File: config.mk
export PLATFORM = sky130hd
export DESIGN_NAME = operand_select
export DESIGN_NICKNAME = d
export VERILOG_FILES = /design/src/design/dsp_pkg.sv /design/src/design/operand_select.sv
export VERILOG_INCLUDE_DIRS = /design/src /design/src/include
export SDC_FILE = /design/constraint.sdc
export NUM_CORES = 1
export LEC_CHECK = 0
export BUFFER_PORTS_ARGS = -buffer_cell sky130_fd_sc_hd__buf_2
export CAP_MARGIN = 20
export CORE_MARGIN = 4
export CORE_UTILIZATION = 50
export CTS_BUF_LIST = sky130_fd_sc_hd__clkbuf_8 sky130_fd_sc_hd__clkbuf_16
export DETAILED_ROUTE_END_ITERATION = 8
export HOLD_SLACK_MARGIN = 0.15
export PLACE_DENSITY = 0.78
export SYNTH_ARGS = -nofsm -noshare
export SYNTH_HDL_FRONTEND = slang
export SYNTH_SLANG_ARGS = --single-unit
File: constraint.sdc
create_clock -name clk -period 5.7 [get_ports clk]
set_clock_uncertainty 0.1 [all_clocks]
set_input_delay 0.285 -clock clk [delete_from_list [all_inputs] [get_ports clk]]
set_output_delay 0.285 -clock clk [all_outputs]
set_load 0.005 [all_outputs]
File: src/include/dsp_consts.svh
`ifndef DSP_CONSTS_SVH
`define DSP_CONSTS_SVH

// Dual-lane operand and coefficient width
`define DSP_HALF_W 18
// Dual-lane pre-adder sum, one carry bit wider
`define DSP_SUM_W 19
// Dual-lane product, also the packed operand word of one lane
`define DSP_LANE_PROD_W 37

// 27x27 mode
`define DSP_WIDE_OP_W 26
`define DSP_WIDE_W 27
`define DSP_WIDE_PROD_W 54

// Width of each operand and coefficient input port
`define DSP_IN_W 36

// Accumulator and final result
`define DSP_ACC_W 64
// Raw product field, also resultb
`define DSP_RAW_W 36

// Coefficient bank geometry
`define DSP_BANK_DEPTH 8
`define DSP_BANK_AW 3

`endif

File: src/design/dsp_pkg.sv
`include "dsp_consts.svh"

package dsp_pkg;

	// One mode bit, 18x19 lanes or one 27x27 multiply
	typedef enum logic {
		MODE_DUAL = 1'b0,
		MODE_WIDE = 1'b1
	} dsp_mode_t;

	// Control word, travels with its item through every stage
	typedef struct packed {
		dsp_mode_t mode;
		logic      sub;        // Low minus high in dual mode
		logic      negate;     // Two's complement of post result
		logic      accumulate;
		logic      loadconst;
		logic      result_sel; // 1 accumulate path, 0 raw products
	} dsp_ctrl_t;

	// Dual mode: {high product, low product}
	// Wide mode: product in the low 54 bits
	typedef logic [2*`DSP_LANE_PROD_W-1:0] product_t;

endpackage

File: src/design/operand_select.sv
`timescale 1ns/1ps
`include "dsp_consts.svh"

module operand_select import dsp_pkg::*; (
	input  logic                        clk,
	input  logic                        reset,
	input  dsp_ctrl_t                   ctrl,
	input  logic                        internal_coeff_a,
	input  logic                        internal_coeff_b,
	input  logic [`DSP_IN_W-1:0]        pre_in1,
	input  logic [`DSP_IN_W-1:0]        pre_in2,
	input  logic [`DSP_IN_W-1:0]        coef_in,
	input  logic [`DSP_BANK_AW-1:0]     coef_addr_a,
	input  logic [`DSP_BANK_AW-1:0]     coef_addr_b,
	input  logic [`DSP_HALF_W-1:0]      bank_data_a,
	input  logic [`DSP_HALF_W-1:0]      bank_data_b,
	output logic [`DSP_BANK_AW-1:0]     bank_raddr_a,
	output logic [`DSP_BANK_AW-1:0]     bank_raddr_b,
	output logic [`DSP_LANE_PROD_W-1:0] op_x,
	output logic [`DSP_LANE_PROD_W-1:0] op_y,
	output dsp_ctrl_t                   op_ctrl
);

	dsp_ctrl_t             ctrl_q;
	logic                  int_a_q;
	logic                  int_b_q;
	logic [`DSP_IN_W-1:0]  in1_q;
	logic [`DSP_IN_W-1:0]  in2_q;
	logic [`DSP_IN_W-1:0]  coef_q;

	logic [`DSP_SUM_W-1:0]  sum_lo;
	logic [`DSP_SUM_W-1:0]  sum_hi;
	logic [`DSP_WIDE_W-1:0] sum_wide;
	logic [`DSP_HALF_W-1:0] coef_lo;
	logic [`DSP_HALF_W-1:0] coef_hi;
	logic [`DSP_WIDE_W-1:0] coef_wide;

	logic [`DSP_LANE_PROD_W-1:0] x_next;
	logic [`DSP_LANE_PROD_W-1:0] y_next;

	// Stage 1, capture the item
	always_ff @(posedge clk) begin
		if (reset) begin
			ctrl_q       <= '0;
			int_a_q      <= 1'b0;
			int_b_q      <= 1'b0;
			in1_q        <= '0;
			in2_q        <= '0;
			coef_q       <= '0;
			bank_raddr_a <= '0;
			bank_raddr_b <= '0;
		end else begin
			ctrl_q       <= ctrl;
			int_a_q      <= internal_coeff_a;
			int_b_q      <= internal_coeff_b;
			in1_q        <= pre_in1;
			in2_q        <= pre_in2;
			coef_q       <= coef_in;
			bank_raddr_a <= coef_addr_a;
			bank_raddr_b <= coef_addr_b;
		end
	end

	// Pre-adders, one carry bit of growth
	assign sum_lo = {1'b0, in1_q[`DSP_HALF_W-1:0]} + {1'b0, in2_q[`DSP_HALF_W-1:0]};
	assign sum_hi = {1'b0, in1_q[`DSP_IN_W-1:`DSP_HALF_W]}
		+ {1'b0, in2_q[`DSP_IN_W-1:`DSP_HALF_W]};
	assign sum_wide = {1'b0, in1_q[`DSP_WIDE_OP_W-1:0]} + {1'b0, in2_q[`DSP_WIDE_OP_W-1:0]};

	assign coef_lo = int_a_q ? bank_data_a : coef_q[`DSP_HALF_W-1:0];
	assign coef_hi = int_b_q ? bank_data_b : coef_q[`DSP_IN_W-1:`DSP_HALF_W];
	// Wide bank coefficient spans both memories, 9 bits of b on top
	assign coef_wide = int_a_q ? {bank_data_b[`DSP_WIDE_W-`DSP_HALF_W-1:0], bank_data_a}
		: coef_q[`DSP_WIDE_W-1:0];

	// Dual mode packs each lane as {coefficient, sum}
	always_comb begin
		x_next = '0;
		y_next = '0;
		if (ctrl_q.mode == MODE_WIDE) begin
			x_next[`DSP_WIDE_W-1:0] = sum_wide;
			y_next[`DSP_WIDE_W-1:0] = coef_wide;
		end else begin
			x_next = {coef_lo, sum_lo}; // Low lane
			y_next = {coef_hi, sum_hi}; // High lane
		end
	end

	// Stage 2, multiplier operands
	always_ff @(posedge clk) begin
		if (reset) begin
			op_x    <= '0;
			op_y    <= '0;
			op_ctrl <= '0;
		end else begin
			op_x    <= x_next;
			op_y    <= y_next;
			op_ctrl <= ctrl_q;
		end
	end

endmodule

# Word level (Yosys, flattened, before mapping)
# Index checks and enable logic that the tools add are counted.
totals:
  regBits: 202
  inputBits: 160
  romBits: 0
  output_inout_bits: 86
  mem_count: 0
  latch_bits: 0
  ramBits: 0
classes:
  muxes: 5
  bitwise_logic: 0
  n_div: 0
  multipliers: 0
  shifts: 0
  n_lt_le_gt_ge: 0
  eq_ne: 0
  reduce_logical: 1
  add_sub_neg: 3
op_table:
  columns: ["op", "n"]
  rows:
  - ["$mux W27", 3]
  - ["$add A18 B18 Y19", 2]
  - ["$mux W18", 2]
  - ["$add A26 B26 Y27", 1]
  - ["$reduce_or A2 Y1", 1]

# Logic depth before layout (Yosys ltp)
# Gate-level depths: netlist of the first run.
logic_depth:
  ltp_word: 2
  mapped_depth: 9

# Worst setup path after synthesis of the first run
# No wires, ideal clock.
synth_timing:
  path_type: "register -> register"
  start: "register in1_q[0]"
  end: "register op_x[22]"
  required_ps: 5467
  arrival_time_ps: 2221
  slack_ps: 3246
  path_stages_with_launch: 10
  synth_period_minus_slack_ps: 2454
  path_cell_list: "dfxtp_1 > ha_1 > fa_1 > a21o_1 > a221o_1 > a21oi_1 > o31ai_4 > a31oi_1 > xor2_1 > o22ai_1"
synth_via:
  elab_chain_len: 2
synth_rtl:
  columns: ["element", "line", "text"]
  rows:
  - ["start, declared", "operand_select.sv:27", "logic [`DSP_IN_W-1:0] in1_q;"]
  - ["start signal, assigned", "operand_select.sv:56", "in1_q <= pre_in1;"]
  - ["$add A26 B26 Y27", "operand_select.sv:68", "assign sum_wide = {1'b0, in1_q[`DSP_WIDE_OP_W-1:0]} + {1'b0, in2_q[`DSP_WIDE_OP_W-1:0]};"]
  - ["$mux W27", "operand_select.sv:80", "if (ctrl_q.mode == MODE_WIDE) begin"]
  - ["end signal, assigned", "operand_select.sv:96", "op_x <= x_next;"]
  - ["end, declared", "operand_select.sv:19", "output logic [`DSP_LANE_PROD_W-1:0] op_x,"]
# No other way between the ends.
# A chain may end at the register's enable or synchronous reset.

# Worst setup path after layout of the first run
layout_timing:
  start: "register in1_q[20]"
  end: "register op_y[16]"
layout_via:
  elab_chain_len: 2
layout_rtl:
  columns: ["element", "line", "text"]
  rows:
  - ["$add A18 B18 Y19", "operand_select.sv:66", "assign sum_hi = {1'b0, in1_q[`DSP_IN_W-1:`DSP_HALF_W]}"]
  - ["$mux W27", "operand_select.sv:80", null]
  - ["end signal, assigned", "operand_select.sv:97", "op_y <= y_next;"]
  - ["end, declared", "operand_select.sv:20", "output logic [`DSP_LANE_PROD_W-1:0] op_y,"]
# No other way between the ends.

==> results.py, run 1 <==
metrics = {
    "final_layout": {
        "syn_to_final_growth_pct": 44.23,
        "final_nets": 1379,
        "fin_util_pct": 74.87,
        "stdcell_area_um2": 11550,
        "drive_above_1_share_pct": 24.77,
        "mostFrequentLayoutCells": "buf_2 (244), dfxtp_1 (201), dlygate4sd3_1 (156)",
        "final_common_cell": "buf_2",
        "num-fill-cells": 1072,
    },
    "worst_setup_path": {
        "timing.rr.start": "in1_q[20]$_SDFF_PP0_",
        "cp_slowest_cell": "ha_1",
        "path_cells": "ha_1 > and4_2 > nand2_1 > a21boi_0 > a41oi_1 > o31ai_1 > mux2i_1 > o311ai_0",
        "slowest_delay_ns": 0.50,
        "worst-path-buf-inv": 0,
        "critPathMaxFanout": 9,
        "crit_cells": 8,
        "cp-end-kind": "flip-flop",
        "path_delay_family": "compound AO/OA/AOI/OAI gates",
        "critPathLaunch": "in1_q[20]$_SDFF_PP0_",
        "path_class": "flip-flop to flip-flop",
        "r2r_slack_ns": 3.04,
        "worstPathRequired_ns": 5.94,
        "crit_end": "op_y[16]$_SDFF_PP0_",
        "worstSetupStartpointType": "flip-flop",
        "rr_worst_depth": 8,
        "cp.arrival_ns": 2.90,
        "timing.rr.end": "op_y[16]$_SDFF_PP0_",
    },
    "logic_synthesis": {
        "synthMuxAreaShare_pct": 4.922,
        "synth_top_area_share_pct": 50.50,
        "ys_ff_latch": 202,
        "yosys.area_share.adder_pct": 6.125,
        "syn_area_um2": 8008,
        "synth_edf_count": 0,
        "synthesis.instances": 799,
        "ys_seq_area_share_pct": 50.50,
        "yosysWarnings": 0,
        "synth_compound_area_share_pct": 13.59,
        "synth_flop_cell": "dfxtp_1",
        "synthSimpleGateAreaFrac_pct": 18.78,
        "syn_avg_cell_area_um2": 10.02,
        "synth-async-reset-ratio_pct": 0,
        "yosys.area.top_type": "dfxtp_1",
        "synth_xor_xnor_area_share_pct": 3.281,
        "synth_cell_type_count": 63,
        "synthTopCellsByArea": "dfxtp_1 (51%), nor2b_1 (11%), ha_1 (5.6%)",
        "synth_top_family_by_area": "simple AND/OR/NAND/NOR gates",
        "syn-num-nets": 997,
    },
    "sta": {
        "final.setup.tns_ns": 0,
        "relSlewSlack_pct": 38.12,
        "slew_viol_final": 0,
        "setup_viol": 0,
        "hold_ws_ns": 0.1654,
        "tightest_slew_ns": 0.9282,
        "rsz0062_at_grt": "no",
        "layout_min_cycle_time_ns": 2.658,
        "finalCritPeriodShare_pct": 46.64,
        "max_clock_freq_mhz": 376.2,
        "final-hold-violation-count": 0,
    },
    "clocking": {
        "htree_levels": 1,
        "cts_tree": "built",
        "root_buffer": "clkbuf_16",
        "cts_sinks": 202,
        "clk_path_buf_depth": 3,
        "clock_latency_ns": 0.49,
        "post_cts_buffers": 0,
        "cts.reportedPaths.clkPinSlew_ns": 0.06,
        "cts_buffers": 21,
    },
    "die": {
        "coreArea_um2": 15430,
        "die-width_um": 134.6,
        "rows": 45,
        "start_util_pct": 51.91,
        "io_pins": 246,
        "die_area_um2": 18100,
        "dieHeight_um": 134.6,
    },
    "global_routing": {
        "grt_usage_pct": 25.62,
        "overflow": 0,
        "grt_pass1_wl_mm": 37.45,
        "grt_antenna_before_repair": 1,
        "grt_max_degree": 91,
        "grt_pass1_vias": 7328,
    },
    "status": {
        "status": "finished, final reports clean",
    },
    "pwr": {
        "ir_worst_vdd_mv": 0.2031,
        "power_leakage_nw": 5.263,
        "powerDensity_nw_per_um2": 285.0,
        "p_total_w": 0.003292,
    },
    "drt": {
        "dr.pass1.iters": 7,
        "wl_per_cell_um": 17.15,
        "drtIter0Drc": 490,
        "post-route-drc-count": 0,
        "ant_nets": 0,
        "viasPerCell": 5.125,
        "routed_wl_mm": 24.12,
        "num_vias": 7211,
    },
    "hold_path": {
        "min_path_type": "primary input to flip-flop",
    },
    "flow_run": {
        "drv_cap": 0,
    },
    "placement": {
        "postPlaceCellArea_um2": 9326,
        "gp_congestion": 0.8773,
        "dp_hpwl_mm": 14.88,
        "io_buffers": 245,
    },
}
[area by class of cell]
| class | instances | area (um^2) | share of cell area (%) |
|---|---|---|---|
| Clock inverter | 13 | 65.06 | 0.5633 |
| Clock buffer | 24 | 566.8 | 4.907 |
| Inverter | 9 | 33.78 | 0.2925 |
| Antenna cell | 1 | 2.502 | 0.02167 |
| Sequential cell | 202 | 4045 | 35.02 |
| Timing Repair Buffer | 404 | 2833 | 24.53 |
| Tap cell | 211 | 264.0 | 2.286 |
| Multi-Input combinational cell | 543 | 3740 | 32.38 |
[registers in the layout, summed over array words and instances (netlist names)]
register and cells:
op_x 37, op_y 37, coef_q 36, in1_q 36, in2_q 36, ctrl_q 6
op_ctrl 6, bank_raddr_a 3, bank_raddr_b 3, int_a_q 1, int_b_q 1
[cell families (layout without fill, tap and decap cells)]
kind of cell             Yosys count  after routing
other                              0              1
flip-flops                       202            202
buffers and inverters             54            450
multiplexers                      39             39
AO/OA/AOI/OAI                    154            154
adder cells (fa/ha/maj)           38             38
XOR/XNOR                          30             30
AND/OR/NAND/NOR                  282            282
[repair_timing]
| action | in CTS | in global routing |
|---|---|---|
| endpoints found under the hold margin | 163 | 0 |
| gates resized for setup | 0 | 0 |
| hold buffers | 156 | 0 |
[worst min-delay path, cell delays in order]
cell and delay, ns:
buf_2 0.08, mux2i_1 0.16, o22ai_1 0.18
[metal layers]
metal	vias to the layer above	global-route usage (%)	share of wire, %
met5	-	0	0
met4	0	9.106	3.4
met3	58	5.551	7.1
met2	303	45.67	49
met1	3354	30.45	41
li1	3496	-	-
[metrics by stage]
| stage | worst slack, ns | std cells |
|---|---|---|
| 2_1_floorplan | 3.246 | 799 |
| 3_3_place_gp | 3.104 | 1212 |
| 3_5_place_dp | 3.046 | 1212 |
| 4_1_cts | 3.030 | 1405 |
| 5_1_grt | 2.817 | 1407 |
| 6_report | 3.042 | 1407 |
[worst min-delay path by stage]
stage                          from                          to  slack, ns  cells past startpoint
2_1_floorplan        coef_addr_a[0]  bank_raddr_a[0]$_SDFF_PP0_       0.31                      1
3_3_place_gp   ctrl_q[1]$_SDFF_PP0_       op_ctrl[1]$_SDFF_PP0_       0.32                      1
3_5_place_dp   ctrl_q[4]$_SDFF_PP0_       op_ctrl[4]$_SDFF_PP0_       0.33                      1
4_1_cts              bank_data_a[1]         op_x[20]$_SDFF_PP0_       0.15                      3
5_1_grt              bank_data_a[1]         op_x[20]$_SDFF_PP0_       0.19                      3
6_report             bank_data_a[1]         op_x[20]$_SDFF_PP0_       0.17                      3
[cells in the mapped netlist, types with 5 or more instances]
master	number
mux2i_1	36
nand4_1	6
o21a_1	7
a21o_1	13
dfxtp_1	202
a21oi_1	43
clkbuf_1	35
xnor2_1	17
a211oi_1	26
o21bai_1	5
nand3_1	6
inv_1	8
buf_2	5
nor3_1	7
nand2_1	38
ha_1	36
nor2_1	68
nor2b_1	138
o21ai_0	17
o22ai_1	8
xor2_1	13
[report_power, final]
part / internal, W / switching (W)
clock network: 0.000710 / 0.000541
logic: 0.000261 / 0.000240
registers: 0.00150 / 0.0000374
total: 0.00247 / 0.000818
(Power assumes the default switching activity.)
==> inputs of run 2 (changes only) <==
ABC_AREA = 1   (was unset)
PLACE_DENSITY = 0.77   (was 0.78)
clock period = 2.7 ns   (was 5.7 ns; I/O delays follow)
==> run 2 against run 1 <==
Critical path depth is 2 lower. Combinational power is 130% higher. Cell area is 11% higher. Final cell count is 32% higher. Sequential power is 110% higher. Sequential cell count stayed put. Sequential share of layout area is 3.3 points lower. Synthesized cell count is 49% higher. Hold slack better by 0.11 ns. Routed wire length is 16% higher. Utilization is 1.3 points higher. Critical endpoint is now op_y[25]$_SDFF_PP0_.
==> results.py, run 2 <==
metrics = {
    "status": {
        "status": "finished, final reports clean",
    },
    "die": {
        "die_area_um2": 19500,
        "die-width_um": 139.6,
        "io_pins": 246,
        "coreArea_um2": 16760,
        "dieHeight_um": 139.6,
        "rows": 47,
        "start_util_pct": 51.69,
    },
    "placement": {
        "gp_congestion": 0.9243,
        "dp_worst_setup_slack_ns": 0.6400,
        "dp_hpwl_mm": 17.02,
        "io_buffers": 245,
    },
    "sta": {
        "rsz0062_at_grt": "no",
        "finalCritPeriodShare_pct": 94.52,
        "setup_viol": 0,
        "final-hold-violation-count": 0,
        "max_clock_freq_mhz": 391.9,
        "relSlewSlack_pct": 44.62,
        "timing.final.ws_setup_ns": 0.1481,
        "tightest_slew_ns": 0.8306,
        "layout_min_cycle_time_ns": 2.552,
        "slew_viol_final": 0,
        "final.setup.tns_ns": 0,
    },
    "clocking": {
        "cts_buffers": 21,
        "cts_tree": "built",
        "cts_sinks": 202,
        "clk_path_buf_depth": 3,
        "cts.reportedPaths.clkPinSlew_ns": 0.07,
        "htree_levels": 1,
        "root_buffer": "clkbuf_16",
        "clock_latency_ns": 0.50,
    },
    "logic_synthesis": {
        "yosys.area.top_type": "dfxtp_1",
        "synth-async-reset-ratio_pct": 0,
        "ys_ff_latch": 202,
        "ys_seq_area_share_pct": 46.68,
        "synth_top_area_share_pct": 46.68,
        "syn_avg_cell_area_um2": 7.298,
        "synth_cell_type_count": 37,
        "synthesis.instances": 1187,
        "syn-num-nets": 1385,
        "synth_common_cells": "inv_1 (236), nand2_1 (233), dfxtp_1 (202)",
        "synthTopCellsByArea": "dfxtp_1 (47%), inv_1 (10%), nand2_1 (10%)",
        "yosysWarnings": 0,
        "yosysMostFrequentCell": "inv_1",
        "synth_edf_count": 0,
        "syn_area_um2": 8663,
        "synth_flop_cell": "dfxtp_1",
    },
    "worst_setup_path": {
        "worstPathRequired_ns": 2.97,
        "timing.rr.end": "op_y[25]$_SDFF_PP0_",
        "cp.arrival_ns": 2.82,
        "timing.rr.start": "int_a_q$_SDFF_PP0_",
        "rr_worst_depth": 6,
        "cp-end-kind": "flip-flop",
        "critPathMaxFanout": 32,
        "path_class": "flip-flop to flip-flop",
        "r2r_slack_ns": 0.15,
        "worstSetupStartpointType": "flip-flop",
    },
    "final_layout": {
        "final_nets": 1822,
        "drive_above_1_share_pct": 19.79,
        "final_common_cell": "buf_2",
        "largestRegisters": "op_x (37), op_y (37)",
        "mostFrequentLayoutCells": "buf_2 (244), inv_1 (240), nand2_1 (232)",
        "syn_to_final_growth_pct": 47.41,
    },
    "pwr": {
        "powerDensity_nw_per_um2": 580.4,
        "power_leakage_nw": 6.898,
        "ir_worst_vdd_mv": 0.5558,
    },
    "drt": {
        "ant_nets": 0,
        "num_vias": 8866,
        "wl_per_cell_um": 14.99,
        "drtIter0Drc": 660,
        "routed_wl_mm": 27.88,
        "dr.pass1.iters": 6,
        "viasPerCell": 4.767,
        "post-route-drc-count": 0,
    },
    "global_routing": {
        "grt_usage_pct": 27.78,
        "grt_pass1_wl_mm": 44.75,
        "grt_max_degree": 86,
        "overflow": 0,
        "grt_pass1_vias": 9063,
        "grt_antenna_before_repair": 3,
    },
    "hold_path": {
        "min_path_type": "primary input to flip-flop",
        "min_to": "coef_q[21]$_SDFF_PP0_",
        "hold_depth": 4,
        "hp-start": "coef_in[21]",
    },
    "flow_run": {
        "drv_cap": 0,
    },
}
run 2: changes by cell type after synthesis, sizes merged, moves of 7 or more:
cell | before | now
nor2 | 68 | 208
mux2i | 36 | 18
inv | 8 | 238
clkbuf | 35 | 18
nor2b | 138 | 0
nand3 | 6 | 47
o21ai | 18 | 53
a21o | 14 | 1
or2 | 1 | 10
xnor2 | 17 | 4
a21oi | 43 | 58
a211oi | 26 | 0
nand2 | 38 | 242
xor2 | 13 | 6
run 2: what timing repair did:
item | CTS | global route
hold buffers | 193 | 0
setup endpoints to repair | 0 | 4
endpoints found under the hold margin | 190 | 0
resized for setup | 0 | 6
setup buffers | 0 | 0
run 2: worst max path at each step:
stage,start,end,cells after the start
2_1_floorplan,in1_q[0]$_SDFF_PP0_,op_x[18]$_SDFF_PP0_,12
3_3_place_gp,in1_q[18]$_SDFF_PP0_,op_y[16]$_SDFF_PP0_,10
3_5_place_dp,in1_q[0]$_SDFF_PP0_,op_x[26]$_SDFF_PP0_,12
4_1_cts,in1_q[0]$_SDFF_PP0_,op_x[20]$_SDFF_PP0_,11
5_1_grt,in1_q[0]$_SDFF_PP0_,op_x[20]$_SDFF_PP0_,11
6_report,int_a_q$_SDFF_PP0_,op_y[25]$_SDFF_PP0_,6
run 2: where the power goes:
group	leakage, nW	internal [W]	switching (W)
sequential	1.68	0.00317	0.0000711
combinational	4.84	0.000547	0.000587
clock	0.376	0.00187	0.00117
run 2: per-layer routing:
metal  share of wire (%)  GRT usage [%]
met3                 7.6          5.455
met2                  48          48.96
met4                 3.3          9.383
met5                   0              0
met1                  41          34.08
run 2: worst max-delay path, stage by stage (launching register included):
cell and delay (ns):
dfxtp_1 0.33, buf_6 0.30, inv_1 0.18, o21ai_0 0.23, dlygate4sd3_1 0.60, o22ai_1 0.09
dlygate4sd3_1 0.59
run 2: per-stage QoR:
step / util (%) / total power, W / hold WS [ns] / std cells / area [um^2]
6_report: 76.20 / 0.007412 / 0.2791 / 1860 / 12770
5_1_grt: 76.20 / 0.007684 / 0.2951 / 1860 / 12770
4_1_cts: 76.04 / 0.007367 / 0.2618 / 1857 / 12740
3_5_place_dp: 60.16 / 0.004154 / 0.2402 / 1628 / 10080
3_3_place_gp: 60.16 / 0.004138 / 0.2322 / 1628 / 10080
2_1_floorplan: - / 0.003792 / 0.1420 / 1187 / 8663
run 2: area by class of cell:
class                   count  area [um^2]
diodes                      3        7.507
clock buffers              27        608.1
clock inverters             9        121.4
fillers                  1148         3989
inverters                 238        893.4
multi-input cells         716         3603
flip-flops and latches    202         4045
well taps                 220        275.3
repair buffers            445         3217
run 2: cells by family after synthesis:
logic type                 after synthesis  share of synthesized area (%)
DFF                                    202                          46.68
buffers and inverters                  269                          11.90
xor gates and xnor gates                10                          1.011
muxes                                   18                          2.080
adders and majority gates               38                          5.661
AOI/OAI and AO/OA                      123                          7.554
and+or+nand+nor                        527                          25.12
==> inputs of run 3 (changes only) <==
CORE_UTILIZATION = 40   (was 50)
HOLD_SLACK_MARGIN = 0.06   (was 0.15)
PLACE_DENSITY = unset   (was 0.77)
==> run 3 against run 2 <==
Clock power down 6%. Sequential cell count unchanged. Maximum frequency up 16%. Final cell count up 1.4%. Cell area down 2.1%. Utilization down 17 points. Via count down 5.9%. Hold slack worse by 0.0049 ns. Critical path depth up 3. Setup slack better by 0.35 ns.
==> results.py, run 3 (synthesis gave the netlist of run 2 again) <==
metrics = {
    "clocking": {
        "cts_buffers": 23,
        "cts_tree": "built",
        "clk_path_buf_depth": 3,
        "cts_sinks": 202,
        "hold_buffers": 163,
        "clock_latency_ns": 0.50,
        "root_buffer": "clkbuf_16",
        "cts.reportedPaths.clkPinSlew_ns": 0.06,
        "ctsResizeCount": 0,
        "post_cts_buffers": 0,
        "htree_levels": 1,
    },
    "worst_setup_path": {
        "cp_slowest_cell": "ha_1",
        "slowest_delay_ns": 0.42,
        "path_delay_family": "compound AO/OA/AOI/OAI gates",
        "worstSetupStartpointType": "flip-flop",
        "path_cells": "ha_1 > nand2_2 > inv_1 > nand2_1 > nand2_1 > nand2_1 > nand3_2 > o21ai_0 > o21ai_0",
        "cp.arrival_ns": 2.42,
        "critPathMaxFanout": 6,
        "worst-path-buf-inv": 1,
        "crit_top_cell": "nand2_1",
        "cp-end-kind": "flip-flop",
        "worstPathRequired_ns": 2.92,
        "path_class": "flip-flop to flip-flop",
    },
    "drt": {
        "dr_wl_met3_mm": 1.645,
        "drtIter0Drc": 424,
        "dr.pass1.iters": 5,
        "wl_per_cell_um": 13.49,
        "ant_nets": 0,
        "wl_met1_mm": 12.02,
        "route.met2.wl_mm": 11.29,
        "routed_wl_mm": 25.43,
        "viasPerCell": 4.423,
        "post-route-drc-count": 0,
        "maxUsedRoutingLayer": "met4",
        "num_vias": 8341,
    },
    "final_layout": {
        "largestRegisters": "op_x (37), op_y (37)",
        "final_nets": 1794,
        "antennaDiodeCount": 0,
        "syn_to_final_growth_pct": 44.29,
        "drive_above_1_share_pct": 19.86,
        "mostFrequentLayoutCells": "inv_1 (244), buf_2 (244), nand2_1 (233)",
        "num-fill-cells": 1951,
    },
    "sta": {
        "setup_viol": 0,
        "rsz0062_at_grt": "no",
        "max_clock_freq_mhz": 454.8,
        "layout_min_cycle_time_ns": 2.199,
        "tightest_slew_ns": 0.6710,
        "final-hold-violation-count": 0,
        "finalCritPeriodShare_pct": 81.43,
        "slew_viol_final": 0,
        "final.setup.tns_ns": 0,
        "relSlewSlack_pct": 55.21,
    },
    "die": {
        "dieHeight_um": 155.2,
        "coreArea_um2": 21150,
        "io_pins": 246,
        "start_util_pct": 40.95,
        "die-width_um": 155.2,
        "rows": 53,
        "die_area_um2": 24080,
    },
    "pwr": {
        "powerDensity_nw_per_um2": 574.6,
        "ir_worst_vdd_mv": 0.3925,
        "power_leakage_nw": 6.741,
        "p_total_w": 0.007182,
    },
    "hold_path": {
        "min_path_type": "primary input to flip-flop",
    },
    "global_routing": {
        "grt_usage_pct": 20.50,
        "grt_antenna_before_repair": 0,
        "grt_max_degree": 136,
        "grt_pass1_wl_mm": 40.79,
        "grt_pass1_vias": 8355,
        "overflow": 0,
    },
    "placement": {
        "io_buffers": 245,
        "gp_congestion": 0.8703,
        "dp_hpwl_mm": 17.92,
    },
    "status": {
        "status": "finished, final reports clean",
    },
    "flow_run": {
        "drv_cap": 0,
    },
}
## run 3: cell count changes in the layout (fill, tap and decap cells not counted), sizes merged
| cell | change |
|---|---|
| diode | -3 |
| dlygate4sd3 | -30 |
| inv | +4 |
| bufinv | -2 |
| clkbuf | -1 |
| clkinv | +3 |
## run 3: path summary, 6_finish.rpt
path	slack [ns]	depth (start not counted)	end	start
worst max-delay path	0.50	9	op_y[9]$_SDFF_PP0_	in1_q[21]$_SDFF_PP0_
worst max register to register	0.50	9	op_y[9]$_SDFF_PP0_	in1_q[21]$_SDFF_PP0_
worst min register to register	0.30	2	op_ctrl[1]$_SDFF_PP0_	ctrl_q[1]$_SDFF_PP0_
worst min-delay path	0.27	4	in1_q[1]$_SDFF_PP0_	pre_in1[1]
## run 3: area by class of cell
class,count,area (um^2),share of cell area (%)
multi-input combinational,716,3588,28.71
inverter,238,893.4,7.146
clock inverter,14,88.84,0.7106
tap,275,344.1,2.752
timing repair buffer,415,2925,23.40
sequential,202,4044,32.35
clock buffer,26,616.8,4.934
## run 3: metal layers
layer | global-route usage [%] | vias up
met4 | 4.373 | 0
met2 | 33.63 | 229
met5 | 0 | -
met1 | 28.24 | 3651
met3 | 3.922 | 36
li1 | - | 4425
## run 3: where the power goes
part           internal [W]  switching (W)  leakage (nW)  total, W
registers           0.00317      0.0000617          1.68   0.00323
clock network       0.00172        0.00116         0.382   0.00287
logic              0.000517       0.000560          4.68   0.00108
## run 3: worst register-to-register path, cell delays in order, from the launching register on
cell and delay, ns:
dfxtp_1 0.30, ha_1 0.42, nand2_2 0.17, inv_1 0.05
nand2_1 0.08, nand2_1 0.08, nand2_1 0.07, nand3_2 0.09
o21ai_0 0.42, o21ai_0 0.25
## run 3: stage by stage
stage	hold WS, ns	instance area (um^2)	util (%)	std cells	setup slack [ns]
6_report	0.2742	12500	59.09	1886	0.5013
5_1_grt	0.2901	12500	59.09	1886	0.3437
4_1_cts	0.2506	12500	59.09	1886	0.5405
3_5_place_dp	0.2408	10160	48.05	1683	0.5612
3_3_place_gp	0.2338	10160	48.05	1683	0.5618
2_1_floorplan	0.1420	8663	-	1187	0.8904
